[src/gfx_params.svh]
`ifndef GFX_PARAMS_SVH
`define GFX_PARAMS_SVH

// Configuration register file
`define GFX_RCNT        8

// Row/column scroll RAM and its CPU window
`define GFX_ZURE_N      32
`define GFX_ZURE_LO     14'h20
`define GFX_ZURE_HI     14'h60

// Graphics ROM port
`define GFX_ROM_AW      18
`define GFX_ROM_DW      16

// Blank area limits, in octal
`define GFX_VBLANK_END  9'o20
`define GFX_HWIDE_LO    9'o20
`define GFX_HWIDE_HI    9'o420
`define GFX_HNARROW_LO  9'o30
`define GFX_HNARROW_HI  9'o410

// Columns where sprites are hidden in the wide layout
`define GFX_NOOBJ_LO    9'o50
`define GFX_NOOBJ_HI    9'o360

`endif

[src/gfx_pkg.sv]
`include "gfx_params.svh"

package gfx_pkg;

    // CPU side strobes and write data
    typedef struct packed {
        logic        cs;
        logic        rnw;
        logic        cen;
        logic [13:0] addr;
        logic [7:0]  dout;
    } cpu_bus_t;

    // Screen position from the video timer
    typedef struct packed {
        logic       lvbl;
        logic [8:0] hdump;
        logic [8:0] vdump;
    } vid_t;

    // Control fields decoded from the register file
    typedef struct packed {
        logic [1:0] prio_en;
        logic       layout;
        logic       narrow_en;
        logic       flip;
        logic       nmi_en;
        logic       irq_en;
        logic       firq_en;
        logic       nmi_pace;
        logic [1:0] pal_bank;
    } gfx_cfg_t;

    // Renderer to arbiter
    typedef struct packed {
        logic                   cs;
        logic [`GFX_ROM_AW-1:0] addr;
    } rom_req_t;

    // Arbiter to renderer
    typedef struct packed {
        logic                   ok;
        logic [`GFX_ROM_DW-1:0] data;
    } rom_rsp_t;

endpackage

[src/gfx_regs.sv]
`timescale 1ns/1ps
`include "gfx_params.svh"

module gfx_regs (
    input  logic              clk,
    input  logic              rst,
    input  gfx_pkg::cpu_bus_t bus,
    output logic [7:0]        dout,
    output gfx_pkg::gfx_cfg_t cfg
);

    // Memory mapped registers
    logic [7:0]             mmr [0:`GFX_RCNT-1];
    // Row/column scroll values
    logic [7:0]             zure [0:`GFX_ZURE_N-1];
    // One bit per strip, text (1) or scroll (0)
    logic [`GFX_ZURE_N-1:0] strip_map;

    logic       cpu_we;
    logic       cfg_cs;
    logic       zure_cs;
    logic [7:0] zure_cpu;

    assign cpu_we  = bus.cs & bus.cen & ~bus.rnw;
    assign cfg_cs  = bus.addr < `GFX_RCNT;
    assign zure_cs = (bus.addr >= `GFX_ZURE_LO) && (bus.addr < `GFX_ZURE_HI);

    always_ff @(posedge clk or posedge rst) begin
        if (rst) begin
            for (int i = 0; i < `GFX_RCNT; i++) begin
                mmr[i] <= 8'd0;
            end
            for (int i = 0; i < `GFX_ZURE_N; i++) begin
                zure[i] <= 8'd0;
            end
            strip_map <= '0;
        end else if (cpu_we) begin
            if (cfg_cs) begin
                mmr[bus.addr[2:0]] <= bus.dout;
            end
            if (zure_cs) begin
                // Upper half of the window holds the strip map
                if (bus.addr[6]) begin
                    strip_map[bus.addr[4:0]] <= bus.dout[0];
                end else begin
                    zure[bus.addr[4:0]] <= bus.dout;
                end
            end
        end
    end

    // CPU read-back
    assign zure_cpu = zure[bus.addr[4:0]];

    always_comb begin
        if (bus.addr[13]) begin
            // VRAM area, not present here
            dout = 8'd0;
        end else begin
            dout = {zure_cpu[7:1], bus.addr[6] ? strip_map[bus.addr[4:0]] : zure_cpu[0]};
        end
    end

    // Layout and priority
    assign cfg.prio_en   = {mmr[3][5], mmr[3][2]};
    assign cfg.layout    = mmr[3][4];
    assign cfg.narrow_en = mmr[3][6];

    // Palette bank
    assign cfg.pal_bank  = mmr[6][5:4];

    // Interrupt control and screen flip
    assign cfg.nmi_en    = mmr[7][0];
    assign cfg.irq_en    = mmr[7][1];
    assign cfg.firq_en   = mmr[7][2];
    assign cfg.flip      = mmr[7][3];
    assign cfg.nmi_pace  = mmr[7][4];

endmodule

[src/gfx_irq.sv]
`timescale 1ns/1ps

module gfx_irq (
    input  logic              clk,
    input  logic              rst,
    input  logic              pxl_cen,
    input  gfx_pkg::vid_t     vid,
    input  gfx_pkg::gfx_cfg_t cfg,
    output logic              irqn,
    output logic              nmin,
    output logic              firqn
);

    logic last_lvbl;
    logic last_irqn;
    logic last_fast;
    logic last_slow;
    logic trig_nfir;
    logic last_trig;
    logic fast_nmi;
    logic slow_nmi;
    logic nmi_edge;

    // Line counter bits for 16 and 32 line pacing
    assign fast_nmi = vid.vdump[4];
    assign slow_nmi = vid.vdump[5];
    assign nmi_edge = cfg.nmi_pace ? (slow_nmi & ~last_slow) : (fast_nmi & ~last_fast);

    always_ff @(posedge clk or posedge rst) begin
        if (rst) begin
            irqn      <= 1'b1;
            nmin      <= 1'b1;
            firqn     <= 1'b1;
            last_lvbl <= 1'b0;
            last_irqn <= 1'b1;
            last_fast <= 1'b0;
            last_slow <= 1'b0;
            trig_nfir <= 1'b1;
            last_trig <= 1'b1;
        end else if (pxl_cen) begin
            last_lvbl <= vid.lvbl;
            last_irqn <= irqn;
            last_fast <= fast_nmi;
            last_slow <= slow_nmi;
            last_trig <= trig_nfir;

            // Once per frame, at the start of vertical blank
            if (!cfg.irq_en) begin
                irqn <= 1'b1;
            end else if (!vid.lvbl && last_lvbl) begin
                irqn <= 1'b0;
            end

            if (!cfg.nmi_en) begin
                nmin <= 1'b1;
            end else if (nmi_edge) begin
                nmin <= 1'b0;
            end

            // Each IRQ release flips the phase, so FIRQ runs at half rate
            if (!last_irqn && irqn) begin
                trig_nfir <= ~trig_nfir;
            end

            if (!cfg.firq_en) begin
                firqn <= 1'b1;
            end else if (!last_trig && trig_nfir) begin
                firqn <= 1'b0;
            end
        end
    end

endmodule

[src/gfx_rom_arb.sv]
`timescale 1ns/1ps
`include "gfx_params.svh"

module gfx_rom_arb (
    input  logic                   clk,
    input  logic                   rst,
    input  logic [1:0]             gfx_en,
    input  gfx_pkg::rom_req_t      scr_req,
    input  gfx_pkg::rom_req_t      obj_req,
    output gfx_pkg::rom_rsp_t      scr_rsp,
    output gfx_pkg::rom_rsp_t      obj_rsp,
    output logic                   rom_cs,
    output logic                   rom_obj_sel,
    output logic [`GFX_ROM_AW-1:0] rom_addr,
    input  logic [`GFX_ROM_DW-1:0] rom_data,
    input  logic                   rom_ok
);

    typedef enum logic [1:0] {
        ARB_IDLE,
        ARB_SCR,
        ARB_OBJ
    } arb_state_t;

    arb_state_t             state;
    logic                   ok_wait;
    logic [1:0]             last_cs;
    logic                   scr_ok;
    logic                   obj_ok;
    logic                   done;
    logic [`GFX_ROM_DW-1:0] scr_data;
    logic [`GFX_ROM_DW-1:0] obj_data;

    // rom_ok may still be high from the previous access, hence ok_wait
    assign done = (state != ARB_IDLE) && rom_ok && ok_wait;

    always_ff @(posedge clk or posedge rst) begin
        if (rst) begin
            state       <= ARB_IDLE;
            rom_cs      <= 1'b0;
            rom_obj_sel <= 1'b0;
            rom_addr    <= '0;
            ok_wait     <= 1'b0;
            last_cs     <= 2'b00;
            scr_ok      <= 1'b0;
            obj_ok      <= 1'b0;
        end else begin
            last_cs <= {obj_req.cs, scr_req.cs};
            // A new request from a client invalidates its old answer
            if (scr_req.cs && !last_cs[0]) begin
                scr_ok <= 1'b0;
            end
            if (obj_req.cs && !last_cs[1]) begin
                obj_ok <= 1'b0;
            end
            case (state)
                ARB_IDLE: begin
                    ok_wait <= 1'b0;
                    if (scr_req.cs && gfx_en[0]) begin
                        rom_cs      <= 1'b1;
                        rom_addr    <= scr_req.addr;
                        rom_obj_sel <= 1'b0;
                        scr_ok      <= 1'b0;
                        state       <= ARB_SCR;
                    end else if (obj_req.cs && gfx_en[1]) begin
                        rom_cs      <= 1'b1;
                        rom_addr    <= obj_req.addr;
                        rom_obj_sel <= 1'b1;
                        obj_ok      <= 1'b0;
                        state       <= ARB_OBJ;
                    end else begin
                        rom_cs <= 1'b0;
                    end
                end
                default: begin
                    if (done) begin
                        if (state == ARB_SCR) begin
                            scr_ok <= 1'b1;
                        end else begin
                            obj_ok <= 1'b1;
                        end
                        rom_cs <= 1'b0;
                        state  <= ARB_IDLE;
                    end else begin
                        ok_wait <= 1'b1;
                    end
                end
            endcase
            // Disabled clients are answered at once, without an SDRAM cycle
            if (!gfx_en[0] && scr_req.cs && last_cs[0]) begin
                scr_ok <= 1'b1;
            end
            if (!gfx_en[1] && obj_req.cs && last_cs[1]) begin
                obj_ok <= 1'b1;
            end
        end
    end

    always_ff @(posedge clk) begin
        if (!gfx_en[0]) begin
            scr_data <= '0;
        end else if (done && state == ARB_SCR) begin
            scr_data <= rom_data;
        end
        if (!gfx_en[1]) begin
            obj_data <= '0;
        end else if (done && state == ARB_OBJ) begin
            obj_data <= rom_data;
        end
    end

    assign scr_rsp.ok   = scr_ok;
    assign scr_rsp.data = scr_data;
    assign obj_rsp.ok   = obj_ok;
    assign obj_rsp.data = obj_data;

endmodule

[src/gfx_mixer.sv]
`timescale 1ns/1ps
`include "gfx_params.svh"

module gfx_mixer (
    input  logic              clk,
    input  logic              rst,
    input  logic              pxl_cen,
    input  gfx_pkg::vid_t     vid,
    input  gfx_pkg::gfx_cfg_t cfg,
    input  logic [4:0]        tile_pxl,
    input  logic [3:0]        obj_pxl,
    output logic [6:0]        pxl_out
);

    logic       obj_blank;
    logic       tile_blank;
    logic       scrwin;
    logic       border_narrow;
    logic       border_wide;
    logic       blank_area;
    logic       no_obj;
    logic       tile_prio;
    logic       scr_sel;

    // Colour zero is transparent for both layers
    assign obj_blank  = obj_pxl == 4'h0;
    assign tile_blank = tile_pxl[3:0] == 4'h0;
    assign scrwin     = tile_pxl[4];

    // Side borders only apply to the normal layout
    assign border_narrow = cfg.narrow_en &&
        (vid.hdump < `GFX_HNARROW_LO || vid.hdump >= `GFX_HNARROW_HI);
    assign border_wide   = vid.hdump < `GFX_HWIDE_LO || vid.hdump >= `GFX_HWIDE_HI;
    assign blank_area    = vid.vdump < `GFX_VBLANK_END ||
        (!cfg.layout && (border_narrow || border_wide));

    // Text strip of the wide layout, mirrored when flipped
    assign no_obj = cfg.layout &&
        (cfg.flip ? vid.hdump >= `GFX_NOOBJ_HI : vid.hdump < `GFX_NOOBJ_LO);

    // Tiles inside the window can cover sprites
    assign tile_prio = (&cfg.prio_en) & scrwin & ~tile_blank;
    assign scr_sel   = obj_blank | no_obj | tile_prio;

    always_ff @(posedge clk or posedge rst) begin
        if (rst) begin
            pxl_out <= '1;
        end else if (pxl_cen) begin
            if (blank_area) begin
                pxl_out <= 7'd0;
            end else if (scr_sel) begin
                pxl_out <= {cfg.pal_bank, 1'b1, tile_pxl[3:0]};
            end else begin
                pxl_out <= {cfg.pal_bank, 1'b0, obj_pxl};
            end
        end
    end

endmodule

[src/gfx_top.sv]
`timescale 1ns/1ps
`include "gfx_params.svh"

module gfx_top (
    input  logic                   clk,
    input  logic                   rst,
    input  logic                   pxl_cen,
    // CPU
    input  gfx_pkg::cpu_bus_t      bus,
    output logic [7:0]             dout,
    output logic                   irqn,
    output logic                   nmin,
    output logic                   firqn,
    // Video timing
    input  gfx_pkg::vid_t          vid,
    output logic                   flip,
    // Renderer ROM requests
    input  logic [1:0]             gfx_en,
    input  gfx_pkg::rom_req_t      scr_req,
    input  gfx_pkg::rom_req_t      obj_req,
    output gfx_pkg::rom_rsp_t      scr_rsp,
    output gfx_pkg::rom_rsp_t      obj_rsp,
    // SDRAM
    output logic                   rom_cs,
    output logic                   rom_obj_sel,
    output logic [`GFX_ROM_AW-1:0] rom_addr,
    input  logic [`GFX_ROM_DW-1:0] rom_data,
    input  logic                   rom_ok,
    // Pixels
    input  logic [4:0]             tile_pxl,
    input  logic [3:0]             obj_pxl,
    output logic [6:0]             pxl_out
);

    import gfx_pkg::*;

    gfx_cfg_t cfg;

    assign flip = cfg.flip;

    gfx_regs u_regs (
        .clk     (clk),
        .rst     (rst),
        .bus     (bus),
        .dout    (dout),
        .cfg     (cfg)
    );

    gfx_irq u_irq (
        .clk     (clk),
        .rst     (rst),
        .pxl_cen (pxl_cen),
        .vid     (vid),
        .cfg     (cfg),
        .irqn    (irqn),
        .nmin    (nmin),
        .firqn   (firqn)
    );

    gfx_rom_arb u_rom_arb (
        .clk         (clk),
        .rst         (rst),
        .gfx_en      (gfx_en),
        .scr_req     (scr_req),
        .obj_req     (obj_req),
        .scr_rsp     (scr_rsp),
        .obj_rsp     (obj_rsp),
        .rom_cs      (rom_cs),
        .rom_obj_sel (rom_obj_sel),
        .rom_addr    (rom_addr),
        .rom_data    (rom_data),
        .rom_ok      (rom_ok)
    );

    gfx_mixer u_mixer (
        .clk      (clk),
        .rst      (rst),
        .pxl_cen  (pxl_cen),
        .vid      (vid),
        .cfg      (cfg),
        .tile_pxl (tile_pxl),
        .obj_pxl  (obj_pxl),
        .pxl_out  (pxl_out)
    );

endmodule

[config.mk]
export PLATFORM = sky130hd
export DESIGN_NAME = gfx_top
export DESIGN_NICKNAME = d
export VERILOG_FILES = /design/src/gfx_pkg.sv /design/src/gfx_regs.sv /design/src/gfx_irq.sv /design/src/gfx_rom_arb.sv /design/src/gfx_mixer.sv /design/src/gfx_top.sv
export VERILOG_INCLUDE_DIRS = /design/src
export SDC_FILE = /design/constraint.sdc
export NUM_CORES = 1
export LEC_CHECK = 0
export ABC_AREA = 1
export BUFFER_PORTS_ARGS = -buffer_cell sky130_fd_sc_hd__buf_2
export CORE_MARGIN = 2
export CORE_UTILIZATION = 45
export DETAILED_ROUTE_END_ITERATION = 8
export GPL_TIMING_DRIVEN = 0
export HOLD_SLACK_MARGIN = 0.03
export PLACE_DENSITY = 0.62
export SYNTH_ARGS = -nofsm -noshare
export SYNTH_HDL_FRONTEND = slang
export SYNTH_HIERARCHICAL = 1
export SYNTH_SLANG_ARGS = --single-unit
[constraint.sdc]
create_clock -name clk -period 13.8 [get_ports clk]
set_input_delay 4.14 -clock clk [delete_from_list [all_inputs] [get_ports clk]]
set_output_delay 4.14 -clock clk [all_outputs]
set_load 0.01 [all_outputs]
==> out/results.md, run 1 <==
| Metric | This run | Unit |
|:---|:---|:---|
| Largest net degree at the start of global routing | 131 | - |
| Count of filler cells inserted in the layout | 3,660 | - |
| Worst Path Required | 9.66 | ns |
| Setup-violating endpoint count in the final report | 0 | - |
| Io pins | 186 | - |
| Launching element of the worst setup path | bus[9] | - |
| Post-layout nets | 2,499 | - |
| Min-Delay Endpoint | u_irq/irqn | - |
| Cell count of the worst hold path | 1 | - |
| Setup repair after global routing missed its margin | false | - |
| YS warnings | 6 | - |
| Highest clock frequency the design can meet | 90.5 | MHz |
| Total clock buffers created by CTS | 42 | - |
| # diodes | 0 | - |
| R2r endpoint | u_rom_arb/rom_addr[12] | - |
| Worst Setup Path Type | in -> out | - |
| Maximum vdd drop | 0.0000897 | V |
| Syn_area_per_cell | 7.99 | µm² |
| Number of DRC markers in iteration 0 | 1,641 | - |
| Vias/cell | 5.40 | - |
| Routed via count | 15,829 | - |
| Via count of the first global-routing pass | 15,081 | - |
| Synth Area in Compound Gates | 9.80 | % |
| Maxcap violations | 0 | - |
| Worst skew pair latency | 0.56 | ns |
| Fraction of registers with async set or reset after synthesis | 91.4 | % |
| FF-to-FF path depth | 6 | - |
| Element type at the critical path end | output port | - |
| Status | finished clean | - |
| CTS clk-pin slew, worst paths | 0.06 | ns |
| Max clock buf depth | 3 | - |
| Most common flop cell mapped by yosys | sky130_fd_sc_hd__dfrtp_1 | - |
| Total routing usage reported by global routing | 28.1 | % |
| CP Launch Type | input pin | - |
| Adder-Cell Fraction of Synth Area | 0 | % |
| Cell area after placement | 18,900 | µm² |
| Cell taking the most area after synthesis | sky130_fd_sc_hd__dfrtp_1 | - |
| Final estimated routing congestion in global placement | 0.939 | - |
| CTS H-tree depth | 2 | - |
| Global-route wire length before repair | 87,100 | µm |
| Die ar. | 40,100 | µm² |
| Transition time at the pin with the least slew margin | 1.07 | ns |
| Pre-CTS setup slack | 3.01 | ns |
| X dimension of the die | 200 | µm |
| Cells taking the most area after synthesis | sky130_fd_sc_hd__dfrtp_1, sky130_fd_sc_hd__nand2_1, sky130_fd_sc_hd__o21ai_1 | - |
| Leakage power of the design | 9.57 | nW |
| Number of resized instances in the post-cts repair step | 0 | - |
| Wire length reported by the detailed router | 56,400 | µm |
| Share of the synthesized netlist area taken by xor and xnor gates | 0.0506 | % |
| Portion of synthesized cell area occupied by the leading cell type | 47.6 | % |
| Initial core utilization | 45.9 | % |
| Antenna Nets Post-Route | 0 | - |
| Area growth from synthesis to final layout | 17.1 | % |
| Proportion of layout cells with a drive suffix above 1 | 15.7 | % |
| Root buffer selected by CTS | sky130_fd_sc_hd__clkbuf_16 | - |
| RR Startpoint | u_rom_arb/state[0] | - |
| Final Slew Violations | 0 | - |
| Register-to-register setup slack | 12.42 | ns |
| Type of the most critical hold path | reg -> reg | - |
| TritonRoute pass-1 iters | 6 | - |
| Share of the yosys chip area belonging to registers | 53.2 | % |
| Post-synthesis share of cell area spent on and, or, nand and nor gates | 32.0 | % |
| Number of buffers added on ports | 173 | - |
| Post-synth EDFFs | 0 | - |
| Row Count | 71 | - |
| Mapped cell area | 17,300 | µm² |
| Main combinational cell family by area after synthesis | simple AND/OR/NAND/NOR gates | - |
| Final clock skew | 0.0112 | ns |
| Antenna violations before repair | 1 | - |
| Power per standard cell area | 131 | nW/µm² |
| Min-Delay Startpoint | u_regs/cfg[4] | - |
| CTS tree | done | - |
| Synth unique cells | 36 | - |
| Flop and latch count out of synthesis | 374 | - |
| DRC Markers | 0 | - |
| Final worst-path setup slack | 2.75 | ns |
| Cells after synthesis | 2,167 | - |
| Post-route clock period utilization | 80.1 | % |
| Post-CTS setup-driven buffer insertion count | 0 | - |
| Crit-path max FO | 10 | - |
| Final HPWL from detailed placement | 39,500 | µm |
| Number of sinks on the clock net | 374 | - |
| Hold buffer count at cts | 0 | - |
| Core Region | 37,800 | µm² |
| Mapped Nets | 2,280 | - |
| Tightest slew margin relative to the limit | 28.7 | % |
| Worst hold slack | 0.420 | ns |
| Min cycle time layout | 11.05 | ns |
| Global-route congestion overflow total | 0 | - |
| Final Hold Fails | 0 | - |
| Multiplexer area fraction after synthesis | 0 | % |
| Die height | 200 | µm |
| Final design area excluding fillers | 20,300 | µm² |
| Worst path arrival time | 6.91 | ns |
| Wire length per cell | 19.3 | µm |
==> per-layer routing <==
metal  global-route usage (%)  vias up  part of all wire, %
met4                     11.4        2                  3.8
li1                         -     7400                    -
met3                     7.08      122                  8.6
met1                     37.9     7657                   43
met5                        0        -                0.023
met2                     43.5      648                   45
==> stage by stage <==
step / std cells / util (%) / TNS, ns / total power, mW
6_report: 2930 / 53.7 / 0 / 2.66
5_1_grt: 2930 / 53.7 / 0 / 2.76
4_1_cts: 2930 / 53.7 / 0 / 2.68
3_5_place_dp: 2853 / 50.0 / 0 / 1.55
3_3_place_gp: 2851 / 49.8 / -606.31 / 1.54
2_1_floorplan: 2167 / - / 0 / 1.40
==> critical path, cell delays in order <==
cell	delay (ns)
sky130_fd_sc_hd__buf_2	0.15
sky130_fd_sc_hd__nand2_1	0.40
sky130_fd_sc_hd__inv_2	0.34
sky130_fd_sc_hd__clkbuf_1	0.78
sky130_fd_sc_hd__nand2_1	0.14
sky130_fd_sc_hd__nand3_1	0.22
sky130_fd_sc_hd__a21oi_1	0.10
sky130_fd_sc_hd__nand3_1	0.11
sky130_fd_sc_hd__nand2_1	0.06
sky130_fd_sc_hd__nor2_1	0.26
sky130_fd_sc_hd__buf_2	0.20
==> layout by cell type, fill, tap and decap left out, types with 2 or more instances in the layout <==
cell type                   netlist  layout
sky130_fd_sc_hd__nand2_1        970     970
sky130_fd_sc_hd__dfrtp_1        329     329
sky130_fd_sc_hd__o21ai_1        235     235
sky130_fd_sc_hd__buf_2           41     214
sky130_fd_sc_hd__nor2_1         137     137
sky130_fd_sc_hd__o21ai_0         88      88
sky130_fd_sc_hd__clkbuf_1        61      74
sky130_fd_sc_hd__nand4_1         63      63
sky130_fd_sc_hd__inv_1           57      56
sky130_fd_sc_hd__clkbuf_16        0      45
sky130_fd_sc_hd__dfxtp_1         32      32
sky130_fd_sc_hd__nand3_4         28      28
sky130_fd_sc_hd__nand3_1         19      19
sky130_fd_sc_hd__nand3b_1        16      16
sky130_fd_sc_hd__dfstp_2         13      13
sky130_fd_sc_hd__inv_2           11      11
sky130_fd_sc_hd__nor2_2          11      11
sky130_fd_sc_hd__clkbuf_8         0       9
sky130_fd_sc_hd__clkinv_2         1       9
sky130_fd_sc_hd__a21oi_1          9       9
sky130_fd_sc_hd__buf_6            7       7
sky130_fd_sc_hd__buf_4            7       7
sky130_fd_sc_hd__nor2_4           5       5
sky130_fd_sc_hd__nand2_2          4       4
sky130_fd_sc_hd__nand3_2          4       4
sky130_fd_sc_hd__buf_1            3       3
sky130_fd_sc_hd__bufinv_16        0       2
sky130_fd_sc_hd__nand2_4          2       2
sky130_fd_sc_hd__nor3_4           2       2
sky130_fd_sc_hd__a22oi_1          2       2
sky130_fd_sc_hd__buf_16           0       2
sky130_fd_sc_hd__o22ai_1          2       2
==> cells by family after synthesis <==
logic type	after synthesis
buffers and inverters	190
and+or+nand+nor	1265
AOI/OAI and AO/OA	337
xor gates and xnor gates	1
DFF	374
==> worst max-delay path by stage <==
| stage | to | cells past startpoint |
|---|---|---|
| floorplan | u_regs/cfg[0] | 1 |
| global placement | u_regs/zure[97] | 2 |
| detailed placement | dout[0] | 11 |
| CTS | dout[2] | 11 |
| global route | dout[0] | 11 |
| finish | dout[0] | 11 |
==> final cells by class <==
cell class	count	area [µm²]	share of cell area [%]
inverter	70	277	1.36
tap	511	639	3.15
clock inverter	10	100	0.494
buffer	120	592	2.92
multi-input combinational	1603	7240	35.7
clock buffer	67	1300	6.40
timing repair buffer	175	921	4.54
sequential	374	9220	45.4
==> synthesized netlist by cell type (2+ instances only) <==
master                       n
sky130_fd_sc_hd__a21oi_1     9
sky130_fd_sc_hd__a22oi_1     2
sky130_fd_sc_hd__buf_1       3
sky130_fd_sc_hd__buf_2      41
sky130_fd_sc_hd__buf_4       7
sky130_fd_sc_hd__buf_6       7
sky130_fd_sc_hd__clkbuf_1   61
sky130_fd_sc_hd__dfrtp_1   329
sky130_fd_sc_hd__dfstp_2    13
sky130_fd_sc_hd__dfxtp_1    32
sky130_fd_sc_hd__inv_1      57
sky130_fd_sc_hd__inv_2      11
sky130_fd_sc_hd__nand2_1   970
sky130_fd_sc_hd__nand2_2     4
sky130_fd_sc_hd__nand2_4     2
sky130_fd_sc_hd__nand3_1    19
sky130_fd_sc_hd__nand3_2     4
sky130_fd_sc_hd__nand3_4    28
sky130_fd_sc_hd__nand3b_1   16
sky130_fd_sc_hd__nand4_1    63
sky130_fd_sc_hd__nor2_1    137
sky130_fd_sc_hd__nor2_2     11
sky130_fd_sc_hd__nor2_4      5
sky130_fd_sc_hd__nor3_4      2
sky130_fd_sc_hd__o21ai_0    88
sky130_fd_sc_hd__o21ai_1   235
sky130_fd_sc_hd__o22ai_1     2
==> power breakdown <==
group	leakage, nW	internal [mW]	switching, mW
clock network	0.694	0.681	0.447
registers	4.95	1.16	0.0319
logic	3.94	0.107	0.232
total	9.57	1.95	0.711
==> registers in the layout, indices dropped and copies added, names as in the netlist, 2 cells and up <==
signal / cells
u_mixer/pxl_out: 7
u_rom_arb/obj_data: 16
u_rom_arb/scr_data: 16
u_rom_arb/state: 2
u_rom_arb/last_cs: 2
u_rom_arb/rom_addr: 18
u_regs/cfg: 11
u_regs/strip_map: 32
u_regs/zure: 256
No activity file was read; power rests on OpenSTA's default activity.
==> run 2, diff against run 1 <==
--- a/config.mk
+++ b/config.mk
@@ -6,14 +6,14 @@
 export SDC_FILE = /design/constraint.sdc
 export NUM_CORES = 1
 export LEC_CHECK = 0
-export ABC_AREA = 1
+export ABC_AREA = 0
 export BUFFER_PORTS_ARGS = -buffer_cell sky130_fd_sc_hd__buf_2
 export CORE_MARGIN = 2
 export CORE_UTILIZATION = 45
 export DETAILED_ROUTE_END_ITERATION = 8
 export GPL_TIMING_DRIVEN = 0
 export HOLD_SLACK_MARGIN = 0.03
-export PLACE_DENSITY = 0.62
+export PLACE_DENSITY = 0.64
 export SYNTH_ARGS = -nofsm -noshare
 export SYNTH_HDL_FRONTEND = slang
 export SYNTH_HIERARCHICAL = 1
==> constraint.sdc (replaced) <==
create_clock -name clk -period 9.55 [get_ports clk]
set_input_delay 2.865 -clock clk [delete_from_list [all_inputs] [get_ports clk]]
set_output_delay 2.865 -clock clk [all_outputs]
set_load 0.01 [all_outputs]
==> run 2 against run 1 <==
  * Flip-flop and latch count is the same
  * Final cell count shrank 32%
  * Worst hold slack gained 0.039 ns
  * Via count shrank 30%
==> out/results.md, run 2 <==
| Metric | This run | Unit | Change |
|:---|:---|:---|:---|
| Status | finished clean | - |  |
| Final Core Density | 53.6 | % | -0.12 points |
| Maximum vdd drop | 0.000129 | V | +44% |
| Root buffer selected by CTS | sky130_fd_sc_hd__clkbuf_16 | - |  |
| X dimension of the die | 200 | µm | -0.20% |
| Global-route congestion overflow total | 0 | - | unchanged |
| Max clock buf depth | 3 | - | unchanged |
| Cells taking the most area after synthesis | sky130_fd_sc_hd__dfrtp_1, sky130_fd_sc_hd__mux2_2, sky130_fd_sc_hd__mux4_2 | - |  |
| Global-route wire length before repair | 69,900 | µm | -20% |
| Fin Setup TNS | 0 | ns | unchanged |
| Leading registers by flop count | u_regs/zure: 256 flops, u_regs/strip_map: 32 flops, u_rom_arb/rom_addr: 18 flops | - |  |
| Area growth from synthesis to final layout | 17.1 | % | about the same |
| Total clock buffers created by CTS | 40 | - | -4.8% |
| Worst Setup Path Type | in -> out | - |  |
| Mapped Nets | 1,338 | - | -41% |
| Die ar. | 39,900 | µm² | -0.41% |
| Min cycle time layout | 8.94 | ns |  |
| Post-CTS setup-driven buffer insertion count | 0 | - | unchanged |
| Total Power Consumption | 3.67 | mW | +38% |
| Number of buffers added on ports | 173 | - | unchanged |
| CTS tree | done | - |  |
| Final clock skew | 0.00655 | ns | -0.00469 ns |
| Number of resized instances in the post-cts repair step | 0 | - | unchanged |
| Highest-count cells in the layout ignoring fill and taps | sky130_fd_sc_hd__mux2_2, sky130_fd_sc_hd__dfrtp_1, sky130_fd_sc_hd__buf_2 | - |  |
| Post-layout nets | 1,561 | - | -38% |
| Post-synth EDFFs | 0 | - | unchanged |
| Cell taking the most area after synthesis | sky130_fd_sc_hd__dfrtp_1 | - |  |
| Transition time at the pin with the least slew margin | 1.16 | ns | +0.0870 ns |
| Max FFs per register | 256 | - | unchanged |
| Final Hold Fails | 0 | - | unchanged |
| Antenna violations before repair | 0 | - | -1 |
| Post-route clock period utilization | 93.6 | % |  |
| Leakage power of the design | 9.44 | nW | -1.4% |
| Element type at the critical path end | output port | - |  |
| Type of the most critical hold path | reg -> reg | - |  |
| CP Launch Type | input pin | - |  |
| Portion of synthesized cell area occupied by the leading cell type | 47.8 | % | +0.20 points |
| Syn_area_per_cell | 14.1 | µm² | +76% |
| Initial core utilization | 45.8 | % | -0.085 points |
| Core Region | 37,700 | µm² | -0.24% |
| Setup-violating endpoint count in the final report | 0 | - | unchanged |
| Cell repeated most along the worst path | sky130_fd_sc_hd__buf_2 | - |  |
| Worst skew pair latency | 0.54 | ns | -0.02 ns |
| Mapped cell area | 17,200 | µm² | -0.42% |
| Fraction of registers with async set or reset after synthesis | 91.4 | % | unchanged |
| Proportion of layout cells with a drive suffix above 1 | 49.6 | % | +34 points |
| Final worst-path setup slack | 0.613 | ns | -2.14 ns |
| Number of buffers and inverters on the critical path | 5 | - | +1 |
| Tightest slew margin relative to the limit | 22.7 | % | -6.0 points |
| Total routing usage reported by global routing | 23.6 | % | -4.5 points |
| DRC Markers | 0 | - | unchanged |
| Worst Path Required | 6.69 | ns | -2.97 ns |
| Maxcap violations | 0 | - | unchanged |
| Most common library cells after synthesis | sky130_fd_sc_hd__dfrtp_1, sky130_fd_sc_hd__mux2_2, sky130_fd_sc_hd__nand2_1 | - |  |
| Share of the yosys chip area belonging to registers | 53.4 | % | +0.22 points |
| TritonRoute pass-1 iters | 7 | - | +1 |
| CTS clk-pin slew, worst paths | 0.06 | ns | about the same |
| Flop and latch count out of synthesis | 374 | - | unchanged |
| Highest clock frequency the design can meet | 112 | MHz |  |
| Final Slew Violations | 0 | - | unchanged |
| Row Count | 71 | - | unchanged |
| Largest register by flop count | u_regs/zure | - |  |
| Synth unique cells | 69 | - | +92% |
| Most common flop cell mapped by yosys | sky130_fd_sc_hd__dfrtp_1 | - |  |
| Power per standard cell area | 182 | nW/µm² | +39% |
| Final estimated routing congestion in global placement | 0.839 | - | -11% |
| Final HPWL from detailed placement | 32,000 | µm | -19% |
| Worst path arrival time | 6.07 | ns | -0.84 ns |
| Via count of the first global-routing pass | 11,566 | - | -23% |
| Die height | 200 | µm | -0.20% |
| Delay of the slowest cell on the worst path | 0.75 | ns | -0.03 ns |
| Cells after synthesis | 1,225 | - | -43% |
| Cell chain of the critical path | buf_2, buf_2, buf_1, buf_1, mux4_2, a22oi_1, a31oi_1, buf_2 | - |  |
| Largest net degree at the start of global routing | 44 | - | -66% |
| Io pins | 186 | - | unchanged |
| # diodes | 0 | - | unchanged |
| Wire length per cell | 22.8 | µm | +19% |
| Wire length reported by the detailed router | 45,400 | µm | -20% |
| YS warnings | 6 | - | unchanged |
| Setup repair after global routing missed its margin | false | - |  |
| CTS H-tree depth | 2 | - | unchanged |
| Crit-path max FO | 10 | - | unchanged |
| Crit-path slowest cell | sky130_fd_sc_hd__buf_1 | - |  |
| Antenna Nets Post-Route | 0 | - | unchanged |
| Number of DRC markers in iteration 0 | 701 | - | -57% |
| Hold buffer count at cts | 0 | - | unchanged |
| Pre-CTS setup slack | 0.695 | ns | -2.31 ns |
| Number of sinks on the clock net | 374 | - | unchanged |
| Vias/cell | 5.61 | - | +3.9% |
| Routed via count | 11,156 | - | -30% |
| Family with the most delay on the worst path | buffers and inverters | - |  |
-- run 2: cell types whose count changed after synthesis, moves of 28 or more --
cell | previous run | this run
sky130_fd_sc_hd__o21ai_0 | 88 | 6
sky130_fd_sc_hd__mux2_2 | 0 | 329
sky130_fd_sc_hd__nand3_4 | 28 | 0
sky130_fd_sc_hd__mux4_2 | 0 | 69
sky130_fd_sc_hd__nor2_1 | 137 | 13
sky130_fd_sc_hd__inv_1 | 57 | 23
sky130_fd_sc_hd__a21boi_0 | 1 | 32
sky130_fd_sc_hd__nand2_1 | 970 | 109
sky130_fd_sc_hd__o21ai_1 | 235 | 0
sky130_fd_sc_hd__nand4_1 | 63 | 2
-- run 2: report_power, final --
part	leakage [nW]	internal, mW	switching, mW	total (mW)
combinational	3.88	0.200	0.250	0.450
clock	0.635	0.894	0.622	1.52
sequential	4.93	1.67	0.0420	1.71
-- run 2: per-stage QoR --
| stage | std cells | hold WS (ns) | instance area [µm²] |
|---|---|---|---|
| final | 1988 | 0.459 | 20200 |
| after detailed placement | 1917 | 0.453 | 18900 |
| after global routing | 1988 | 0.479 | 20200 |
| after CTS | 1988 | 0.461 | 20200 |
| after floorplan | 1225 | 0.452 | 17200 |
| after global placement | 1909 | 0.447 | 18800 |
-- run 2: cell type report --
| cell class | count | area [µm²] |
|---|---|---|
| Inverter | 23 | 90.1 |
| Tap cell | 511 | 639 |
| Buffer | 86 | 418 |
| Timing Repair Buffer | 181 | 1030 |
| Multi-Input combinational cell | 742 | 7520 |
| Clock inverter | 9 | 70.1 |
| Fill cell | 3225 | 17500 |
| Sequential cell | 374 | 9220 |
| Clock buffer | 62 | 1210 |
-- run 2: logic make-up (layout without fill, tap and decap cells) --
logic type / Yosys count / after routing / synth area share [%]
simple gates: 215 / 215 / 6.79
buf+inv: 109 / 361 / 2.92
flops: 374 / 374 / 53.4
mux: 422 / 422 / 32.2
xor+xnor: 1 / 1 / 0.0508
compound gates: 104 / 104 / 4.60
-- run 2: worst register-to-register path, cell delays in order, from the launching register on --
cell	delay [ns]
sky130_fd_sc_hd__dfrtp_1	0.36
sky130_fd_sc_hd__buf_2	0.16
sky130_fd_sc_hd__or2_1	0.23
sky130_fd_sc_hd__buf_6	0.14
sky130_fd_sc_hd__a21oi_4	0.33
sky130_fd_sc_hd__buf_12	0.21
sky130_fd_sc_hd__mux2_4	0.30
-- run 2: per-layer routing --
layer | wire, µm | track usage, %
met5 | 0 | 0
met3 | 2240 | 3.61
met1 | 19900 | 32.4
met2 | 22200 | 39.2
met4 | 1020 | 6.72
-- run 2: worst paths after layout --
check / startpoint / end / cells past startpoint / slack, ns
max: bus[9] / dout[3] / 8 / 0.61
min: u_rom_arb/obj_data[3] / u_rom_arb/obj_data[3] / 2 / 0.46
max reg2reg: u_rom_arb/state[1] / u_rom_arb/rom_addr[2] / 6 / 7.71
min reg2reg: u_rom_arb/obj_data[3] / u_rom_arb/obj_data[3] / 2 / 0.46
max in group asynchronous: rst / u_regs/zure[65] / 7 / 5.55
min in group asynchronous: rst / u_irq/last_lvbl / 2 / 2.40
